--- src/logic/cpu_pkg.sv ---
package cpu_pkg;

    // ****************************************
    // widths
    // ****************************************
    localparam int data_w     = 16;
    localparam int reg_addr_w = 3;
    // widest APB address a top level may ask for
    localparam int paddr_w    = 32;

    // ****************************************
    // instruction set
    // ****************************************
    // [15:12] opcode, [11:9] rx, [8:6] ry, [5:3] rz
    // imm8 in [7:0], imm5 in [4:0] for loads and stores
    typedef enum logic [3:0] {
        op_nop   = 4'h0,
        op_addu  = 4'h1,
        op_subu  = 4'h2,
        op_and   = 4'h3,
        op_or    = 4'h4,
        op_addiu = 4'h5,
        op_li    = 4'h6,
        op_lw    = 4'h7,
        op_sw    = 4'h8,
        op_beqz  = 4'h9,
        op_b     = 4'ha,
        op_halt  = 4'hf
    } opcode_e;

    typedef enum logic [2:0] {
        alu_add,
        alu_sub,
        alu_and,
        alu_or,
        alu_pass_b
    } alu_op_e;

    typedef struct packed {
        alu_op_e alu_op;
        logic    use_imm;
        logic    reg_write;
        logic    mem_read;
        logic    mem_write;
        logic    branch_zero;
        logic    branch_always;
        logic    halt;
    } ctrl_t;

    // ****************************************
    // pipeline records
    // ****************************************
    typedef struct packed {
        logic              valid;
        logic [data_w-1:0] pc;
        logic [data_w-1:0] inst;
    } if_id_t;

    typedef struct packed {
        logic                  valid;
        ctrl_t                 ctrl;
        logic [data_w-1:0]     pc;
        logic [reg_addr_w-1:0] rs_a;
        logic [reg_addr_w-1:0] rs_b;
        logic [reg_addr_w-1:0] rd;
        logic [data_w-1:0]     a;
        logic [data_w-1:0]     b;
        logic [data_w-1:0]     imm;
    } id_ex_t;

    typedef struct packed {
        logic                  valid;
        ctrl_t                 ctrl;
        logic [reg_addr_w-1:0] rd;
        logic [data_w-1:0]     result;
        logic [data_w-1:0]     store_data;
    } ex_mem_t;

    typedef struct packed {
        logic                  we;
        logic [reg_addr_w-1:0] rd;
        logic [data_w-1:0]     data;
    } wb_t;

    // APB without error signalling
    typedef struct packed {
        logic [paddr_w-1:0] paddr;
        logic               psel;
        logic               penable;
        logic               pwrite;
        logic [data_w-1:0]  pwdata;
    } apb_req_t;

    typedef struct packed {
        logic [data_w-1:0] prdata;
        logic              pready;
    } apb_rsp_t;

endpackage

--- src/logic/fetch_stage.sv ---
`timescale 1ns/1ps

module fetch_stage #(
    parameter logic [cpu_pkg::data_w-1:0] reset_pc = '0
) (
    input  logic                       clk_50MHz,
    input  logic                       rst,
    input  logic                       stall,
    input  logic                       mem_busy,
    input  logic                       redirect,
    input  logic [cpu_pkg::data_w-1:0] redirect_pc,
    input  logic [cpu_pkg::data_w-1:0] imem_data,
    output logic [cpu_pkg::data_w-1:0] imem_addr,
    output cpu_pkg::if_id_t            if_id,
    output logic                       halted
);
    import cpu_pkg::*;

    logic [data_w-1:0] pc;
    logic              hold;
    logic              fetch_halt;
    logic              halt_pend;
    logic              drain;

    assign imem_addr  = pc;
    assign hold       = stall || mem_busy;
    assign fetch_halt = opcode_e'(imem_data[15:12]) == op_halt;

    // halt_pend marks a fetched HALT with the pc frozen on it
    // drain marks HALT gone on to execute, past the branches after the next advance
    always_ff @(posedge clk_50MHz or negedge rst) begin
        if (!rst) begin
            pc        <= reset_pc;
            if_id     <= '0;
            halt_pend <= 1'b0;
            drain     <= 1'b0;
            halted    <= 1'b0;
        end else if (redirect) begin
            // an older branch may still cancel a fetched HALT
            pc          <= redirect_pc;
            if_id.valid <= 1'b0;
            halt_pend   <= 1'b0;
        end else if (!hold) begin
            if (halt_pend) begin
                if_id.valid <= 1'b0;
                drain       <= 1'b1;
                if (drain) begin
                    halted <= 1'b1;
                end
            end else begin
                if_id.valid <= 1'b1;
                if_id.pc    <= pc;
                if_id.inst  <= imem_data;
                halt_pend   <= fetch_halt;
                if (!fetch_halt) begin
                    pc <= pc + 1'b1;
                end
            end
        end
    end

    // nothing older than HALT is left to branch once halted rises
    halt_no_redirect: assert property (@(posedge clk_50MHz) disable iff (!rst)
        halted |-> !redirect);

endmodule

--- src/logic/decode_stage.sv ---
`timescale 1ns/1ps

module decode_stage (
    input  logic             clk_50MHz,
    input  logic             rst,
    input  cpu_pkg::if_id_t  if_id,
    input  cpu_pkg::wb_t     wb,
    input  logic             redirect,
    input  logic             mem_busy,
    output cpu_pkg::id_ex_t  id_ex,
    output logic             stall
);
    import cpu_pkg::*;

    logic [data_w-1:0]     regs [0:(1 << reg_addr_w) - 1];
    opcode_e               opcode;
    logic [reg_addr_w-1:0] rx;
    logic [reg_addr_w-1:0] ry;
    logic [reg_addr_w-1:0] rz;
    logic [reg_addr_w-1:0] rd;
    ctrl_t                 ctrl;
    logic                  uses_a;
    logic                  uses_b;
    logic [data_w-1:0]     imm;
    logic [data_w-1:0]     val_a;
    logic [data_w-1:0]     val_b;
    logic                  hazard;

    assign opcode = opcode_e'(if_id.inst[15:12]);
    assign rx     = if_id.inst[11:9];
    assign ry     = if_id.inst[8:6];
    assign rz     = if_id.inst[5:3];

    // ****************************************
    // control decode
    // ****************************************
    always_comb begin
        ctrl   = '0;
        rd     = rz;
        uses_a = 1'b0;
        uses_b = 1'b0;
        imm    = {{(data_w - 8){if_id.inst[7]}}, if_id.inst[7:0]};
        case (opcode)
            op_addu, op_subu, op_and, op_or: begin
                ctrl.reg_write = 1'b1;
                uses_a         = 1'b1;
                uses_b         = 1'b1;
                case (opcode)
                    op_subu: ctrl.alu_op = alu_sub;
                    op_and:  ctrl.alu_op = alu_and;
                    op_or:   ctrl.alu_op = alu_or;
                    default: ctrl.alu_op = alu_add;
                endcase
            end
            op_addiu: begin
                ctrl.reg_write = 1'b1;
                ctrl.use_imm   = 1'b1;
                uses_a         = 1'b1;
                rd             = rx;
            end
            op_li: begin
                ctrl.reg_write = 1'b1;
                ctrl.use_imm   = 1'b1;
                ctrl.alu_op    = alu_pass_b;
                rd             = rx;
            end
            op_lw: begin
                ctrl.reg_write = 1'b1;
                ctrl.mem_read  = 1'b1;
                ctrl.use_imm   = 1'b1;
                uses_a         = 1'b1;
                rd             = ry;
                imm            = {{(data_w - 5){if_id.inst[4]}}, if_id.inst[4:0]};
            end
            op_sw: begin
                ctrl.mem_write = 1'b1;
                ctrl.use_imm   = 1'b1;
                uses_a         = 1'b1;
                uses_b         = 1'b1;
                imm            = {{(data_w - 5){if_id.inst[4]}}, if_id.inst[4:0]};
            end
            op_beqz: begin
                ctrl.branch_zero = 1'b1;
                uses_a           = 1'b1;
            end
            op_b:    ctrl.branch_always = 1'b1;
            op_halt: ctrl.halt = 1'b1;
            default: ctrl = '0;
        endcase
    end

    // ****************************************
    // register file
    // ****************************************
    always_ff @(posedge clk_50MHz) begin
        if (wb.we) begin
            regs[wb.rd] <= wb.data;
        end
    end

    // write-through on the same cycle
    assign val_a = (wb.we && wb.rd == rx) ? wb.data : regs[rx];
    assign val_b = (wb.we && wb.rd == ry) ? wb.data : regs[ry];

    // load in execute feeding this instruction
    assign hazard = if_id.valid && id_ex.valid && id_ex.ctrl.mem_read &&
                    ((uses_a && id_ex.rd == rx) || (uses_b && id_ex.rd == ry));
    assign stall  = hazard && !mem_busy;

    always_ff @(posedge clk_50MHz or negedge rst) begin
        if (!rst) begin
            id_ex <= '0;
        end else if (mem_busy) begin
            // held entry still catches a result retiring under it
            if (wb.we && wb.rd == id_ex.rs_a) begin
                id_ex.a <= wb.data;
            end
            if (wb.we && wb.rd == id_ex.rs_b) begin
                id_ex.b <= wb.data;
            end
        end else if (redirect || stall || !if_id.valid) begin
            id_ex.valid <= 1'b0;
            id_ex.ctrl  <= '0;
        end else begin
            id_ex.valid <= 1'b1;
            id_ex.ctrl  <= ctrl;
            id_ex.pc    <= if_id.pc;
            id_ex.rs_a  <= rx;
            id_ex.rs_b  <= ry;
            id_ex.rd    <= rd;
            id_ex.a     <= val_a;
            id_ex.b     <= val_b;
            id_ex.imm   <= imm;
        end
    end

    // the stalled instruction waits in decode for exactly one cycle
    stall_one_cycle: assert property (@(posedge clk_50MHz) disable iff (!rst)
        stall |=> !stall && $stable(if_id));

endmodule

--- src/logic/execute_stage.sv ---
`timescale 1ns/1ps

module execute_stage (
    input  logic                       clk_50MHz,
    input  logic                       rst,
    input  cpu_pkg::id_ex_t            id_ex,
    input  cpu_pkg::wb_t               wb,
    input  logic                       mem_busy,
    output cpu_pkg::ex_mem_t           ex_mem,
    output logic                       redirect,
    output logic [cpu_pkg::data_w-1:0] redirect_pc
);
    import cpu_pkg::*;

    logic [data_w-1:0] op_a;
    logic [data_w-1:0] op_b;
    logic [data_w-1:0] alu_b;
    logic [data_w-1:0] result;
    logic              taken;

    // newest producer wins; a load result is not ready in ex_mem
    function automatic logic [data_w-1:0] forward(
        input ex_mem_t               em,
        input wb_t                   w,
        input logic [reg_addr_w-1:0] rs,
        input logic [data_w-1:0]     reg_val
    );
        if (em.valid && em.ctrl.reg_write && !em.ctrl.mem_read && em.rd == rs) begin
            return em.result;
        end else if (w.we && w.rd == rs) begin
            return w.data;
        end
        return reg_val;
    endfunction

    assign op_a  = forward(ex_mem, wb, id_ex.rs_a, id_ex.a);
    assign op_b  = forward(ex_mem, wb, id_ex.rs_b, id_ex.b);
    assign alu_b = id_ex.ctrl.use_imm ? id_ex.imm : op_b;

    // ****************************************
    // ALU
    // ****************************************
    always_comb begin
        case (id_ex.ctrl.alu_op)
            alu_add: result = op_a + alu_b;
            alu_sub: result = op_a - alu_b;
            alu_and: result = op_a & alu_b;
            alu_or:  result = op_a | alu_b;
            default: result = alu_b;
        endcase
    end

    // branch resolve on rx for BEQZ
    assign taken = id_ex.valid &&
                   (id_ex.ctrl.branch_always || (id_ex.ctrl.branch_zero && op_a == '0));
    // only act on a cycle where the pipe moves
    assign redirect    = taken && !mem_busy;
    assign redirect_pc = id_ex.pc + data_w'(1) + id_ex.imm;

    always_ff @(posedge clk_50MHz or negedge rst) begin
        if (!rst) begin
            ex_mem <= '0;
        end else if (!mem_busy) begin
            ex_mem.valid      <= id_ex.valid;
            ex_mem.ctrl       <= id_ex.ctrl;
            ex_mem.rd         <= id_ex.rd;
            ex_mem.result     <= result;
            ex_mem.store_data <= op_b;
        end
    end

endmodule

--- src/logic/mem_stage.sv ---
`timescale 1ns/1ps

module mem_stage #(
    parameter int addr_w = 16
) (
    input  logic              clk_50MHz,
    input  logic              rst,
    input  cpu_pkg::ex_mem_t  ex_mem,
    input  cpu_pkg::apb_rsp_t apb_rsp,
    output cpu_pkg::apb_req_t apb_req,
    output logic              mem_busy,
    output cpu_pkg::wb_t      wb
);
    import cpu_pkg::*;

    typedef enum logic {
        st_setup,
        st_access
    } apb_state_e;

    apb_state_e        state;
    logic              mem_op;
    logic              done;
    logic [addr_w-1:0] eff_addr;

    assign mem_op   = ex_mem.valid && (ex_mem.ctrl.mem_read || ex_mem.ctrl.mem_write);
    assign done     = state == st_access && apb_rsp.pready;
    assign mem_busy = mem_op && !done;
    // addr_w must not exceed paddr_w
    assign eff_addr = addr_w'(ex_mem.result);

    // ****************************************
    // APB master
    // ****************************************
    // request fields come straight from ex_mem, which holds while busy
    always_comb begin
        apb_req.paddr   = paddr_w'(eff_addr);
        apb_req.psel    = mem_op;
        apb_req.penable = mem_op && state == st_access;
        apb_req.pwrite  = ex_mem.ctrl.mem_write;
        apb_req.pwdata  = ex_mem.store_data;
    end

    always_ff @(posedge clk_50MHz or negedge rst) begin
        if (!rst) begin
            state <= st_setup;
        end else if (mem_op && state == st_setup) begin
            state <= st_access;
        end else if (done) begin
            state <= st_setup;
        end
    end

    // writeback record
    always_ff @(posedge clk_50MHz or negedge rst) begin
        if (!rst) begin
            wb <= '0;
        end else if (mem_busy) begin
            wb.we <= 1'b0;
        end else begin
            wb.we   <= ex_mem.valid && ex_mem.ctrl.reg_write;
            wb.rd   <= ex_mem.rd;
            wb.data <= ex_mem.ctrl.mem_read ? apb_rsp.prdata : ex_mem.result;
        end
    end

    apb_stable: assert property (@(posedge clk_50MHz) disable iff (!rst)
        apb_req.psel && !(apb_req.penable && apb_rsp.pready)
        |=> apb_req.psel && $stable(apb_req.paddr) && $stable(apb_req.pwdata));

endmodule

--- src/logic/cpu_top.sv ---
`timescale 1ns/1ps

module cpu_top #(
    parameter logic [cpu_pkg::data_w-1:0] reset_pc = '0,
    parameter int                         addr_w   = 16
) (
    input  logic                        clk_50MHz,
    input  logic                        rst,
    input  logic [cpu_pkg::data_w-1:0]  imem_data,
    output logic [cpu_pkg::data_w-1:0]  imem_addr,
    output logic                        halted,
    output cpu_pkg::apb_req_t           apb_req,
    input  cpu_pkg::apb_rsp_t           apb_rsp
);
    import cpu_pkg::*;

    if_id_t            if_id;
    id_ex_t            id_ex;
    ex_mem_t           ex_mem;
    wb_t               wb;
    logic              stall;
    logic              mem_busy;
    logic              redirect;
    logic [data_w-1:0] redirect_pc;

    fetch_stage #(
        .reset_pc(reset_pc)
    ) fetch_stage_i (
        .clk_50MHz  (clk_50MHz),
        .rst        (rst),
        .stall      (stall),
        .mem_busy   (mem_busy),
        .redirect   (redirect),
        .redirect_pc(redirect_pc),
        .imem_data  (imem_data),
        .imem_addr  (imem_addr),
        .if_id      (if_id),
        .halted     (halted)
    );

    decode_stage decode_stage_i (
        .clk_50MHz(clk_50MHz),
        .rst      (rst),
        .if_id    (if_id),
        .wb       (wb),
        .redirect (redirect),
        .mem_busy (mem_busy),
        .id_ex    (id_ex),
        .stall    (stall)
    );

    execute_stage execute_stage_i (
        .clk_50MHz  (clk_50MHz),
        .rst        (rst),
        .id_ex      (id_ex),
        .wb         (wb),
        .mem_busy   (mem_busy),
        .ex_mem     (ex_mem),
        .redirect   (redirect),
        .redirect_pc(redirect_pc)
    );

    mem_stage #(
        .addr_w(addr_w)
    ) mem_stage_i (
        .clk_50MHz(clk_50MHz),
        .rst      (rst),
        .ex_mem   (ex_mem),
        .apb_rsp  (apb_rsp),
        .apb_req  (apb_req),
        .mem_busy (mem_busy),
        .wb       (wb)
    );

endmodule

--- config.mk ---
export PLATFORM = sky130hd
export DESIGN_NAME = cpu_top
export DESIGN_NICKNAME = d
export VERILOG_FILES = /design/src/logic/cpu_pkg.sv /design/src/logic/fetch_stage.sv /design/src/logic/decode_stage.sv /design/src/logic/execute_stage.sv /design/src/logic/mem_stage.sv /design/src/logic/cpu_top.sv
export SDC_FILE = /design/constraint.sdc
export NUM_CORES = 1
export LEC_CHECK = 0
export ABC_CLOCK_PERIOD_IN_PS = 14600
export BUFFER_PORTS_ARGS = -buffer_cell sky130_fd_sc_hd__clkbuf_2
export CORE_MARGIN = 3
export CORE_UTILIZATION = 51
export CTS_CLUSTER_SIZE = 16
export DETAILED_ROUTE_END_ITERATION = 7
export GPL_TIMING_DRIVEN = 0
export PLACE_DENSITY = 0.7
export SYNTH_ARGS = -nofsm -noshare
export SYNTH_HDL_FRONTEND = slang
export SYNTH_SLANG_ARGS = --single-unit
--- constraint.sdc ---
create_clock -name clk_50MHz -period 14.6 [get_ports clk_50MHz]
set_clock_uncertainty 0.2 [all_clocks]
set_input_delay 0.73 -clock clk_50MHz [delete_from_list [all_inputs] [get_ports clk_50MHz]]
set_output_delay 0.73 -clock clk_50MHz [all_outputs]
set_load 0.01 [all_outputs]
==> results of run 1 <==
==> area by class of cell <==
type | count | area [sq um] | share of cell area
buffer | 138 | 747 | 0.0375
clock buffer | 45 | 965 | 0.0484
clock inverter | 18 | 193 | 0.00967
inverter | 63 | 236 | 0.0119
multi-input combinational | 1046 | 8040 | 0.404
sequential | 315 | 8520 | 0.428
tap | 448 | 561 | 0.0281
timing repair buffer | 98 | 653 | 0.0328
==> logic make-up after synthesis <==
family | synth area share
AND/OR/NAND/NOR | 0.102
AO/OA/AOI/OAI | 0.117
flip-flops | 0.488
multiplexers | 0.170
buffers and inverters | 0.0563
XOR/XNOR | 0.0397
adder cells (fa/ha/maj) | 0.0266
other | 0.000215
==> cell usage after synthesis, types with 5 or more instances <==
library cell / instances
a211oi_1: 8
a21o_1: 8
a21oi_1: 71
a22oi_1: 5
a31oi_1: 8
a41oi_1: 5
and2_1: 6
and3_1: 6
buf_1: 14
buf_2: 15
buf_4: 52
clkbuf_1: 55
dfrtp_1: 187
edfxtp_1: 128
ha_1: 34
inv_1: 63
mux2_2: 62
mux2i_1: 78
mux4_2: 64
nand2_1: 189
nand2b_1: 10
nand3_1: 20
nand4_1: 14
nor2_1: 84
nor2b_1: 10
nor3_1: 19
nor4_1: 9
o21a_1: 10
o21ai_0: 102
o221ai_1: 32
o22ai_1: 11
o2bb2ai_1: 5
o31ai_1: 10
or3_1: 10
xnor2_1: 43
xor2_1: 28
==> sequential cells by signal (all words and copies together), names as in the netlist <==
| signal | flops |
|---|---|
| decode_stage_i.regs | 128 |
| mem_stage_i.wb | 20 |
| decode_stage_i.id_ex | 75 |
| fetch_stage_i.drain | 1 |
| mem_stage_i.state | 1 |
| fetch_stage_i.if_id | 33 |
| fetch_stage_i.halt_pend | 1 |
| fetch_stage_i.imem_addr | 16 |
| execute_stage_i.ex_mem | 39 |
| fetch_stage_i.halted | 1 |
==> stage by stage <==
stage	utilization	std cells	setup slack (ns)	area (sq um)	hold slack (ns)
6_report	0.593	2171	8.40	19900	0.218
5_1_grt	0.593	2171	8.16	19900	0.217
4_1_cts	0.593	2171	8.55	19900	0.209
3_5_place_dp	0.558	2107	8.60	18800	0.244
3_3_place_gp	0.551	2096	8.68	18500	0.248
2_1_floorplan	-	1562	9.56	17500	0.234
==> what timing repair did <==
item,CTS,global route
endpoints found under the setup margin,0,0
endpoints found under the hold margin,36,0
hold buffers,1,0
==> how the worst min path moves through the flow <==
stage | startpoint | endpoint | slack [ns] | depth (start not counted)
2_1_floorplan | rst | decode_stage_i.id_ex[0] | 0.23 | 0
3_3_place_gp | fetch_stage_i.halted | fetch_stage_i.halted | 0.25 | 1
3_5_place_dp | fetch_stage_i.halted | fetch_stage_i.halted | 0.24 | 1
4_1_cts | apb_rsp[0] | mem_stage_i.state | 0.21 | 2
5_1_grt | imem_data[5] | fetch_stage_i.if_id[5] | 0.22 | 2
6_report | apb_rsp[0] | mem_stage_i.state | 0.22 | 2
==> metal layers <==
metal	GRT usage	vias to the layer above	share of wire
li1	-	5941	-
met5	0	-	0
met3	0.0539	100	0.086
met2	0.442	584	0.47
met4	0.0872	0	0.031
met1	0.374	6509	0.42
==> power groups by stage <==
| stage | Combinational (mW) | Clock (mW) | Sequential (mW) |
|---|---|---|---|
| 6_report | 2.35 | 0.894 | 1.58 |
| 2_1_floorplan | 1.76 | 0 | 1.44 |
| 4_1_cts | 2.35 | 0.904 | 1.57 |
| 3_3_place_gp | 2.26 | 0 | 1.57 |
| 3_5_place_dp | 2.33 | 0 | 1.58 |
| 5_1_grt | 2.58 | 0.941 | 1.61 |
==> results.cfg, run 1 <==
[logic_synthesis]
yosysSeqAreaShare = 0.488
ys_warn_count = 0
synthesis.instances = 1547
synth_top_area_cell = dfrtp_1
synth_edf_count = 128
synth_cell_types = 74
synth_top_area_frac = 0.268
synth_area_sq_um = 17500
syn_area_per_cell_sq_um = 11.3
async_flop_share = 0.594
synth.area.top_cells = dfrtp_1 27%, edfxtp_1 22%, mux4_2 8.3%
synth-seq-cells = 315
synth_ff_type = dfrtp_1

[run]
max_cap_viol_count = 0

[floorplan]
die_y_microns = 191
num_io_pins = 103
die_area_sq_um = 36500
die_x_microns = 191
core_sq_um = 33600
fp-row-count = 67
initial_core_util = 0.520

[critical_path]
cp.depth = 21
regToRegStartpoint = mem_stage_i.wb[18]
worstSetupStartpoint = mem_stage_i.wb[18]
critPathTopFamily = compound AO/OA/AOI/OAI gates
cp_slowest_cell = a21oi_1
cp-endpoint = execute_stage_i.ex_mem[31]
crit_path_max_incr_delay_ns = 0.56
rrSetupSlack_ns = 8.40
path_max_fanout = 10
crit_type = flip-flop to flip-flop
ff2ff_path_depth = 21
crit_path_start_kind = flip-flop
crit_chain = buf_2, xnor2_2, nand4_1, clkbuf_1, nand2_1, a21oi_1, o21a_1, ha_1, inv_1, or3_4, o21ai_0, xor2_1, ha_1, a21oi_1, nor2b_1, a41o_1, nor3_1, o41ai_1, a31oi_1, xnor3_1, a221oi_1
worst-endpoint-arrival_ns = 6.42
path_buf_inv = 3
worstPathRequired_ns = 14.83
cp-end-kind = flip-flop
rr_endpoint = execute_stage_i.ex_mem[31]

[global_routing]
grt_pass1_wl_mm = 76.2
overflow = 0
grt_max_degree = 85
grt_usage = 0.273
grt_pass1_vias = 13100
antenna_found_initial = 0

[sta]
tightest_slew_ns = 1.05
setup_tns_ns = 0
max-slew-margin-rel = 0.303
max_freq_ghz = 0.161
rsz0062_at_grt = false
slew_viol_final = 0
period_needed_ns = 6.20
setup_viol = 0
period_share = 0.425
hold_viol_final = 0

[power_and_ir_drop]
pwr_density_cell_nw_per_um2 = 242
worst_ir_drop_vdd_mv = 0.141
p_leak_nw = 8.10
pwr-share-clk = 0.186
internal_power_mw = 2.84
swShare = 0.410
pwr-share-seq = 0.327
p_total_mw = 4.82
power.share.combinational = 0.487
power.switching_mw = 1.97

[cts]
cts_setup_buffers = 0
cts_buffers = 36
cts_resized = 0
cts_tree = built
clkTransAtPathRegs_ns = 0.06
htree_num_levels = 2
cts.sinks = 315
clock_latency_ns = 0.53
cts_buffer_depth = 3
cts.root.buffer_cell = clkbuf_16

[route]
dr.pass1.iters = 5
viasPerCell = 6.05
drc = 0
drtAntennaViolNets = 0
via_count = 13100
wl_per_cell_microns = 22.9
drt-initial-drc-count = 1376
wl_mm = 49.7

[layout]
drive_gt1_frac = 0.215
nNetsFinal = 1769
nFillCells = 2765
area_growth_pct = 14.0
layout_commonest_cell = nand2_1
mostFrequentLayoutCells = 189 x nand2_1, 187 x dfrtp_1, 128 x edfxtp_1
antennaDiodeCount = 0

[outcome]
outcome = complete, no violations

[placement]
port_buffers = 86
routabilityCongestion = 0.943
dp_hpwl_mm = 36.3

[worst_hold_path]
hold_path.class = primary input to flip-flop
Power figures use the tool's default switching activity.
==> run 2: changes to the inputs <==
- ABC_CLOCK_PERIOD_IN_PS: 14600 -> 6000
- clock period: 14.6 -> 6 ns (I/O delays scaled with it)
==> run 2 against run 1 <==
Compared with the run above:
- sequential share of layout area down 0.73 points
- critical path depth fell by 2
- clock power up 140%
- power increased by 140%
- count of clock-buffer cells in the layout unchanged
- cell count grew 1.5%
- critical endpoint unchanged
==> results.cfg, run 2 (synthesized netlist as in run 1, its figures left out) <==
[outcome]
outcome = complete, no violations

[layout]
reg.largest.list = decode_stage_i.regs: 128 flops, decode_stage_i.id_ex: 75 flops, execute_stage_i.ex_mem: 39 flops
largest_reg_flops = 128
finish.utilization = 0.603
drive_gt1_frac = 0.212
layout_commonest_cell = nand2_1
area_growth_pct = 16.0
mostFrequentLayoutCells = 189 x nand2_1, 187 x dfrtp_1, 128 x edfxtp_1
nNetsFinal = 1801
largest-register = decode_stage_i.regs
antennaDiodeCount = 0
fin_cells = 2203

[critical_path]
rr_endpoint = execute_stage_i.ex_mem[31]
crit_type = flip-flop to flip-flop
ff2ff_path_depth = 19
crit_path_start_kind = flip-flop
regToRegStartpoint = execute_stage_i.ex_mem[39]
crit_path_max_incr_delay_ns = 0.60
worst-endpoint-arrival_ns = 5.90
crit_chain = buf_6, and3b_1, nand4_1, buf_2, a21oi_1, a21oi_1, or4b_4, or3_4, o21ai_0, xor2_1, ha_1, a21oi_1, nor2b_1, a41o_1, nor3_1, o41ai_2, a31oi_1, xnor3_1, a221oi_1
worstPathRequired_ns = 6.22
cp_common_cell = a21oi_1
cp-end-kind = flip-flop
rrSetupSlack_ns = 0.32
cp_slowest_cell = or4b_4
path_max_fanout = 10

[route]
wl_mm = 50.1
via_count = 13400
dr.pass1.iters = 5
wl_per_cell_microns = 22.7
viasPerCell = 6.07
drc = 0
drtAntennaViolNets = 0
drt-initial-drc-count = 1244

[global_routing]
grt_pass1_wl_mm = 76.8
grt_usage = 0.275
antenna_found_initial = 0
overflow = 0
grt_pass1_vias = 13300
grt_max_degree = 85

[sta]
period_share = 0.946
whs_ns = 0.0273
setup_viol = 0
period_needed_ns = 5.68
max_freq_ghz = 0.176
max-slew-margin-rel = 0.286
rsz0062_at_grt = false
slew_viol_final = 0
tightest_slew_ns = 1.07
setup_tns_ns = 0
hold_viol_final = 0

[cts]
cts.sinks = 315
htree_num_levels = 2
cts_tree = built
clock_latency_ns = 0.53
cts_buffer_depth = 3
cts_buffers = 36
clkTransAtPathRegs_ns = 0.06
cts.root.buffer_cell = clkbuf_16

[floorplan]
die_area_sq_um = 36500
num_io_pins = 103
fp-row-count = 67
die_y_microns = 191
initial_core_util = 0.520
die_x_microns = 191
core_sq_um = 33600

[power_and_ir_drop]
p_total_mw = 11.8
p_leak_nw = 8.24
worst_ir_drop_vdd_mv = 0.344
pwr_density_cell_nw_per_um2 = 580

[placement]
routabilityCongestion = 0.943
placed_cells = 2107
dp_hpwl_mm = 36.3
port_buffers = 86

[worst_hold_path]
hold_path.class = primary input to asynchronous set/reset pin

[run]
max_cap_viol_count = 0
## run 2: worst max-delay path by stage
stage | endpoint | slack, ns | from | cells past startpoint
after detailed placement | execute_stage_i.ex_mem[31] | -0.001 | execute_stage_i.ex_mem[39] | 22
after CTS | execute_stage_i.ex_mem[31] | 0.12 | execute_stage_i.ex_mem[39] | 22
after global placement | execute_stage_i.ex_mem[31] | 0.08 | execute_stage_i.ex_mem[39] | 22
after floorplan | execute_stage_i.ex_mem[31] | 0.96 | execute_stage_i.ex_mem[39] | 22
final | execute_stage_i.ex_mem[31] | 0.32 | execute_stage_i.ex_mem[39] | 19
after global routing | execute_stage_i.ex_mem[31] | 0.12 | execute_stage_i.ex_mem[39] | 19
## run 2: final cells by class
class                      count  area, sq um
buffer                       137          743
clock buffer                  45          965
fill                        2725        13400
clock inverter                18          193
inverter                      63          236
sequential                   315         8520
tap                          448          561
timing repair buffer         131          983
multi-input combinational   1046         8060
## run 2: where the power goes
part	total [mW]	internal (mW)	switching, mW
Combinational	5.75	2.68	3.07
Clock	2.18	1.28	0.903
Sequential	3.83	2.99	0.846
Total	11.8	6.94	4.82
## run 2: stage by stage
stage	setup slack, ns	instance area (sq um)
global placement	0.0825	18500
CTS	0.117	20300
finish	0.322	20300
detailed placement	-0.00109	18800
global route	0.116	20300
floorplan	0.958	17500
## run 2: worst max-delay path: cells and delay by family (launching register included)
family / cells / cell delay, ns
compound gates: 8 / 1.94
xor+xnor: 2 / 0.61
fa+ha+maj: 1 / 0.32
buf+inv: 2 / 0.41
flops: 1 / 0.37
simple gates: 6 / 1.71
## run 2: what timing repair did
item                                    in CTS  in global routing
hold endpoints to repair                   152                  0
buffers inserted                             0                  0
hold buffers                                34                  0
resized for setup                            1                  4
endpoints found under the setup margin       1                  2
cloned                                       0                  0
## run 2: routing by layer
layer	vias to the layer above	GRT usage	part of all wire
met3	103	0.0534	0.088
met4	0	0.0900	0.032
met1	6616	0.375	0.41
met2	642	0.447	0.47
met5	-	0	0
li1	6001	-	-
==> run 3: changes to the inputs <==
- CORE_UTILIZATION: 51 -> 40
- PLACE_DENSITY: 0.7 -> 0.57
- SYNTH_HIERARCHICAL: not set -> 1
==> run 3 against run 2 <==
Compared with the run above:
- critical path depth fell by 2
- via count fell by 0.44%
- count of clock-buffer cells in the layout rose by 5
- combinational power rose by 7.7%
- setup slack improved by 0.060 ns
- maximum frequency rose by 1.1%
- critical endpoint is now execute_stage_i/ex_mem[31]
- largest power group unchanged
==> results.cfg, run 3 <==
[route]
drc = 0
wl_mm = 52.8
viasPerCell = 5.65
dr.pass1.iters = 5
wl_per_cell_microns = 22.4
via_count = 13300
drtAntennaViolNets = 0
drt-initial-drc-count = 1083

[placement]
dp_hpwl_mm = 39.4
routabilityCongestion = 0.928
placed_cells = 2257
place_ws_ns = 0.260
port_buffers = 86

[sta]
setup_tns_ns = 0
setup_viol = 0
tightest_slew_ns = 1.21
whs_ns = 0.144
rsz0062_at_grt = false
period_needed_ns = 5.62
setup_slack_ns = 0.381
max_freq_ghz = 0.178
slew_viol_final = 0
period_share = 0.936
max-slew-margin-rel = 0.185
hold_viol_final = 0

[global_routing]
grt_usage = 0.221
antenna_found_initial = 0
overflow = 0
grt_pass1_wl_mm = 80.5
grt_pass1_vias = 13400
grt_max_degree = 111

[floorplan]
core_sq_um = 44500
die_y_microns = 219
fp-row-count = 77
num_io_pins = 103
die_area_sq_um = 48000
die_x_microns = 219
initial_core_util = 0.408

[layout]
reg.largest.list = decode_stage_i/regs: 128 flops, decode_stage_i/id_ex: 75 flops, execute_stage_i/ex_mem: 39 flops
largest_reg_flops = 128
largest-register = decode_stage_i/regs
finish.utilization = 0.475
fin_cells = 2356
area_growth_pct = 16.3
nFillCells = 4086
antennaDiodeCount = 0
layout_commonest_cell = dfrtp_1
nNetsFinal = 1810
mostFrequentLayoutCells = 187 x dfrtp_1, 159 x nand2_1, 128 x edfxtp_1
drive_gt1_frac = 0.273

[logic_synthesis]
synthesis.instances = 1555
syn_area_per_cell_sq_um = 11.7
synth_area_sq_um = 18200
ys_warn_count = 6

[critical_path]
worst-endpoint-arrival_ns = 5.84
crit_type = flip-flop to flip-flop
rrSetupSlack_ns = 0.38
ff2ff_path_depth = 17
crit_path_start_kind = flip-flop
path_max_fanout = 10
worstPathRequired_ns = 6.22
cp-end-kind = flip-flop

[outcome]
outcome = complete, no violations

[worst_hold_path]
hold_path.class = primary input to asynchronous set/reset pin

[power_and_ir_drop]
pwr_density_cell_nw_per_um2 = 580
worst_ir_drop_vdd_mv = 0.263
p_leak_nw = 8.63

[cts]
cts_setup_buffers = 0
clock_latency_ns = 0.56
cts.root.buffer_cell = clkbuf_16
htree_num_levels = 2
clkTransAtPathRegs_ns = 0.06
cts_tree = built
cts_buffer_depth = 3
cts_buffers = 38
cts.sinks = 315

[run]
max_cap_viol_count = 0
-- run 3: per-stage QoR --
step	power, mW	instance area (sq um)
2_1_floorplan	8.13	18200
4_1_cts	12.3	21100
3_5_place_dp	9.96	19600
5_1_grt	13.1	21100
3_3_place_gp	9.87	19400
6_report	12.3	21100
-- run 3: worst max-delay path, stage by stage, from the launching register on --
cell and delay, ns:
dfrtp_1 0.45, xor2_1 0.21, nor4_2 0.60, buf_2 0.36, a21oi_1 0.10, a22oi_1 0.46, and3_1 0.33, nand2_1 0.10
o31ai_1 0.27, xor2_1 0.12, ha_1 0.41, or2_2 0.32, a21oi_1 0.15, a31oi_1 0.12, a221oi_1 0.56, nor3_1 0.12
a2111o_1 0.46, a2bb2oi_1 0.15
-- run 3: cell type report --
cell class / count / area (sq um) / area share
Multi-Input combinational cell: 1059 / 8700 / 0.412
Sequential cell: 315 / 8520 / 0.404
Clock buffer: 50 / 1040 / 0.0490
Timing Repair Buffer: 129 / 937 / 0.0444
Buffer: 154 / 880 / 0.0416
Tap cell: 592 / 741 / 0.0351
Inverter: 42 / 158 / 0.00746
Clock inverter: 15 / 150 / 0.00711
-- run 3: where the power goes --
| group | internal (mW) | switching (mW) | leakage (nW) |
|---|---|---|---|
| clock | 1.30 | 0.916 | 0.579 |
| sequential | 2.98 | 0.867 | 3.45 |
| combinational | 2.92 | 3.27 | 4.60 |
| total | 7.20 | 5.05 | 8.63 |
-- run 3: worst paths after layout --
check | from | endpoint
max | decode_stage_i/id_ex[53] | execute_stage_i/ex_mem[31]
min | rst | fetch_stage_i/imem_addr[2]
max reg2reg | decode_stage_i/id_ex[53] | execute_stage_i/ex_mem[31]
min reg2reg | fetch_stage_i/halted | fetch_stage_i/halted
max in group asynchronous | rst | fetch_stage_i/if_id[5]
min in group clk_50MHz | fetch_stage_i/halted | fetch_stage_i/halted
-- run 3: timing repair --
action	4_1_cts	5_1_grt
gates resized for setup	0	3
hold buffers	34	0
endpoints found under the setup margin	0	7
hold endpoints to repair	111	0
-- run 3: metal layers --
| layer | GRT usage | up-vias | routed length, microns |
|---|---|---|---|
| met5 | 0 | - | 0 |
| met3 | 0.0341 | 95 | 2860 |
| met4 | 0.0765 | 0 | 1820 |
| met2 | 0.367 | 367 | 25200 |
| li1 | - | 6173 | - |
| met1 | 0.295 | 6668 | 23000 |
